--- config.mk ---
export PLATFORM = sky130hd
export DESIGN_NAME = mask_prng
export DESIGN_NICKNAME = d
export VERILOG_FILES = /design/src/ntt_masked_pkg.sv /design/src/mask_prng.sv
export SDC_FILE = /design/constraint.sdc
export NUM_CORES = 1
export LEC_CHECK = 0
export BUFFER_PORTS_ARGS = -buffer_cell sky130_fd_sc_hd__buf_2
export CORE_MARGIN = 2
export CORE_UTILIZATION = 37
export CTS_BUF_LIST = sky130_fd_sc_hd__clkbuf_16
export DETAILED_ROUTE_END_ITERATION = 8
export PLACE_DENSITY = 0.69
export SLEW_MARGIN = 15
export SYNTH_ARGS = -nofsm -noshare
export SYNTH_HDL_FRONTEND = slang
export SYNTH_SLANG_ARGS = --single-unit
--- constraint.sdc ---
create_clock -name clk -period 7.73 [get_ports clk]
set_input_delay 0.773 -clock clk [delete_from_list [all_inputs] [get_ports clk]]
set_output_delay 0.773 -clock clk [all_outputs]
set_load 0.1 [all_outputs]
--- src/ntt_masked_pkg.sv ---
// Masked INTT shared types
package ntt_masked_pkg;

    // ML-DSA prime modulus
    localparam int unsigned MLDSA_Q = 32'd8380417;
    localparam int unsigned COEFF_W = 23;
    localparam int unsigned N_MASKS = 4;

    typedef logic [COEFF_W-1:0]   coeff_t;
    typedef logic [2*COEFF_W-1:0] coeff_prod_t;

    // Two-share arithmetic masking, value = share0 + share1 mod Q
    typedef struct packed {
        coeff_t share0;
        coeff_t share1;
    } masked_coeff_t;

    typedef coeff_t [N_MASKS-1:0] mask_rnd_t;

    typedef struct packed {
        masked_coeff_t u00;
        masked_coeff_t v00;
        coeff_t        w00;
        masked_coeff_t u01;
        masked_coeff_t v01;
        coeff_t        w01;
    } masked_bf_in_t;

    typedef struct packed {
        coeff_t u20;
        coeff_t u21;
        coeff_t v20;
        coeff_t v21;
    } bf_uv_out_t;

    // Both operands must already lie below q
    function automatic coeff_t add_mod(coeff_t a, coeff_t b, coeff_t q);
        logic [COEFF_W:0] sum;
        sum = {1'b0, a} + {1'b0, b};
        if (sum >= {1'b0, q}) begin
            sum = sum - {1'b0, q};
        end
        return sum[COEFF_W-1:0];
    endfunction

    function automatic coeff_t sub_mod(coeff_t a, coeff_t b, coeff_t q);
        logic [COEFF_W:0] diff;
        diff = {1'b0, a} - {1'b0, b};
        // Borrow out means a < b, wrap back into range
        if (diff[COEFF_W]) begin
            diff = diff + {1'b0, q};
        end
        return diff[COEFF_W-1:0];
    endfunction

endpackage

--- src/mask_prng.sv ---
// Mask generator
module mask_prng #(
    parameter int unsigned MOD_Q     = ntt_masked_pkg::MLDSA_Q,
    parameter logic [31:0] MASK_SEED = 32'h1
) (
    input  logic                      clk,
    input  logic                      reset_n,
    input  logic                      zeroize_i,
    output ntt_masked_pkg::mask_rnd_t rnd_o
);
    import ntt_masked_pkg::*;

    localparam coeff_t Q_C = coeff_t'(MOD_Q);
    // x^23 + x^18 + 1, right-shift Galois form
    localparam coeff_t TAPS = 23'h42_0000;

    coeff_t lfsr_q [N_MASKS];

    // Byte-rotated slice of the seed, never zero
    function automatic coeff_t lfsr_seed(int unsigned idx);
        logic [63:0] dbl;
        coeff_t      seed;
        dbl  = {MASK_SEED, MASK_SEED} >> (8 * idx);
        seed = dbl[COEFF_W-1:0];
        if (seed == '0) begin
            seed = coeff_t'(idx + 1);
        end
        return seed;
    endfunction

    always_ff @(posedge clk or negedge reset_n) begin
        if (!reset_n) begin
            for (int i = 0; i < N_MASKS; i++) begin
                lfsr_q[i] <= lfsr_seed(i);
            end
        end
        else if (zeroize_i) begin
            for (int i = 0; i < N_MASKS; i++) begin
                lfsr_q[i] <= lfsr_seed(i);
            end
        end
        else begin
            for (int i = 0; i < N_MASKS; i++) begin
                lfsr_q[i] <= lfsr_q[i][0] ? ((lfsr_q[i] >> 1) ^ TAPS) : (lfsr_q[i] >> 1);
            end
        end
    end

    // LFSR state is below 2^23 < 2Q, one subtraction is enough
    always_comb begin
        for (int i = 0; i < N_MASKS; i++) begin
            rnd_o[i] = (lfsr_q[i] >= Q_C) ? lfsr_q[i] - Q_C : lfsr_q[i];
        end
    end

endmodule

==> impl_metrics.toml <==
[finish]
final_common_cell = "buf_2"
fillers = 1165
antenna_cells = 0
layout-drive-gt1-share_pct = 23.0
reg_top3 = "lfsr_q x92"
final_area_mm2 = 0.00553
area_delta_synth_final_pct = 20.6
final_util_pct = 45.9
final_cell_mix = "93 x buf_2, 88 x dfrtp_1, 85 x nor2b_1"
largest_reg_flops = 92
final_nets = 545
regMostFlops = "lfsr_q"

[clock_tree]
clockBufferDepth = 2
cts.sinks = 92
clk_pin_slew_ps = 70
cts_buffers = 9
cts_tree = "done"
clk_latency_ps = 350
root_buffer = "clkbuf_16"
cts_hold_buf = 0
cts_resized = 0
cts_max_level = 3
post_cts.repair.setup_buffers = 0

[global_routing]
overflow = 0
grt_max_degree = 93
grt.total_usage_pct = 15.7
grt_pass1_wl_um = 16700
antenna_found_initial = 0
grt_pass1_vias = 3428

[logic_synthesis]
synth_top_cell_by_area = "dfrtp_1"
synth_compound_area_share_pct = 6.77
synth-edff-count = 0
postSynthAreaPerCell_um2 = 10.4
netlist_area_mm2 = 0.00458
ys_seq_elements = 92
ys_async_sr_fraction_pct = 100
synth_mux_area_share_pct = 0.437
yosys.area_share.simple_pct = 28.5
synth_cell_type_count = 42
synth_top_area_share_pct = 48.0
synthFlopType = "dfrtp_1"
ys_top_cells_by_area = "dfrtp_1 48%, nor2b_1 12%, xor2_1 6.9%"
synthAdderAreaFrac_pct = 2.18
synth_nets = 453
syn_inst = 442
synthXorXnorAreaFrac_pct = 9.55
synth_top_family_by_area = "simple AND/OR/NAND/NOR gates"
ys_seq_area_share_pct = 50.3
ys_warn_count = 0

[critical_path]
path_cells = "or3_1 -> nand2b_1 -> o311ai_2 -> a2111oi_1 -> and2b_1 -> buf_2"
critical_path_class = "flip-flop to output port"
critPathTopFamily = "compound AO/OA/AOI/OAI gates"
endpoint_kind = "output port"
worstPathRequired_ps = 6960
path_buf_inv = 1
cp_slowest_cell = "o311ai_2"
worstPathArrival_ps = 3340
startpoint_type = "flip-flop"
cpPeakStageDelay_ps = 890
critPathMaxFanout = 18

[place]
dp.final_hpwl_um = 6600
placed_area_mm2 = 0.00522
numPortBuffers = 94
gp_congestion = 0.796

[floorplan]
num_rows = 40
die_w_um = 115
ios = 95
die_area_mm2 = 0.0133
fp.dieH_um = 115
start_util_pct = 38.0
core_mm2 = 0.0121

[timing]
worstMarginPinSlew_ps = 977
rsz0062_at_grt = "false"
hold_viol = 0
tns_ps = 0
setup_viol = 0
fin_skew_ps = 5.35
max_freq_mhz = 243
finalWorstPathRequiredPeriod_ps = 4110
period_share_pct = 53.2
drv_slew = 0
relSlewSlack_pct = 34.7

[route]
drtAntennaViolNets = 0
drtPass1Iterations = 4
drt_iter0_markers = 228
wl_per_cell_um = 14.0
vias = 3434
vias_per_cell = 4.86
drc = 0
wirelength_um = 9870

[job]
maxCapViolCount = 0

[power_and_ir_drop]
ir_worst_vdd_mv = 0.101
power_density_mw_per_mm2 = 188
p_leak_nw = 3.00

[worst_hold_path]
hp-class = "primary input to async pin"

[outcome]
status = "finished clean"
==> power breakdown <==
group	total, W	switching (W)	internal [W]
Clock	0.000460	0.000181	0.000279
Combinational	0.0000856	0.0000705	0.0000151
Sequential	0.000494	0.00000563	0.000488
==> area by class of cell <==
cell class / count / area [um2] / share of cell area [%]
Clock inverter: 7 / 81.3 / 1.47
Multi-Input combinational cell: 325 / 2180 / 39.4
Timing Repair Buffer: 96 / 492 / 8.89
Clock buffer: 9 / 225 / 4.07
Inverter: 10 / 37.5 / 0.679
Sequential cell: 92 / 2310 / 41.7
Tap cell: 168 / 210 / 3.80
==> synthesized netlist by cell type (2+ instances only) <==
library cell,n
dfrtp_1,88
nor2b_1,85
xor2_1,36
and2_1,31
nor2_1,26
nor3_1,15
nand2_1,14
xnor2_1,14
clkbuf_1,13
inv_1,10
nand4_1,10
a21oi_1,8
ha_1,8
nand3_1,8
o21ai_0,8
a2111oi_0,7
nor4_1,6
a211oi_1,5
or4_1,5
and3_1,4
dfstp_2,4
nand2b_1,4
nor3b_1,4
or2_2,4
a2111oi_2,3
or3_1,3
a21boi_0,2
mux2i_1,2
or4_4,2
==> cells by family after synthesis <==
family / count (synthesis)
AO/OA/AOI/OAI: 40
buffers and inverters: 25
flip-flops: 92
adder cells (fa/ha/maj): 8
AND/OR/NAND/NOR: 225
multiplexers: 2
XOR/XNOR: 50
==> routing by layer <==
metal | GRT usage, % | up-vias | wire length (um)
met5 | 0 | - | 0
met4 | 6.43 | 0 | 174
met2 | 24.4 | 77 | 4570
li1 | - | 1674 | -
met1 | 21.6 | 1669 | 4770
met3 | 3.16 | 14 | 357
==> path summary, 6_finish.rpt <==
kind,startpoint,to,slack (ps),depth (start not counted)
worst max-delay path,lfsr_q[28],rnd_o[60],3620,6
worst min-delay path,reset_n,lfsr_q[56],200,1
worst max register to register,lfsr_q[69],lfsr_q[86],6790,2
worst min register to register,lfsr_q[40],lfsr_q[39],500,1
max in group asynchronous,reset_n,lfsr_q[19],6580,2
min in group clk,lfsr_q[40],lfsr_q[39],500,1
==> metrics by stage <==
| stage | hold slack (ps) | setup slack (ps) | total power, W | cells |
|---|---|---|---|---|
| finish | 200 | 3620 | 0.00104 | 707 |
| global route | 184 | 3290 | 0.00108 | 707 |
| CTS | 176 | 3470 | 0.00105 | 707 |
| detailed placement | 490 | 3860 | 0.000589 | 691 |
| global placement | 481 | 4030 | 0.000588 | 691 |
| floorplan | 454 | 3410 | 0.000567 | 442 |
==> worst reg2reg max path: cells and delay by family, from the launching register on <==
kind	cells	cell delay (ps)
simple gates	1	50
flops	1	610
xor+xnor	1	140
No activity file was read; power rests on OpenSTA's default activity.
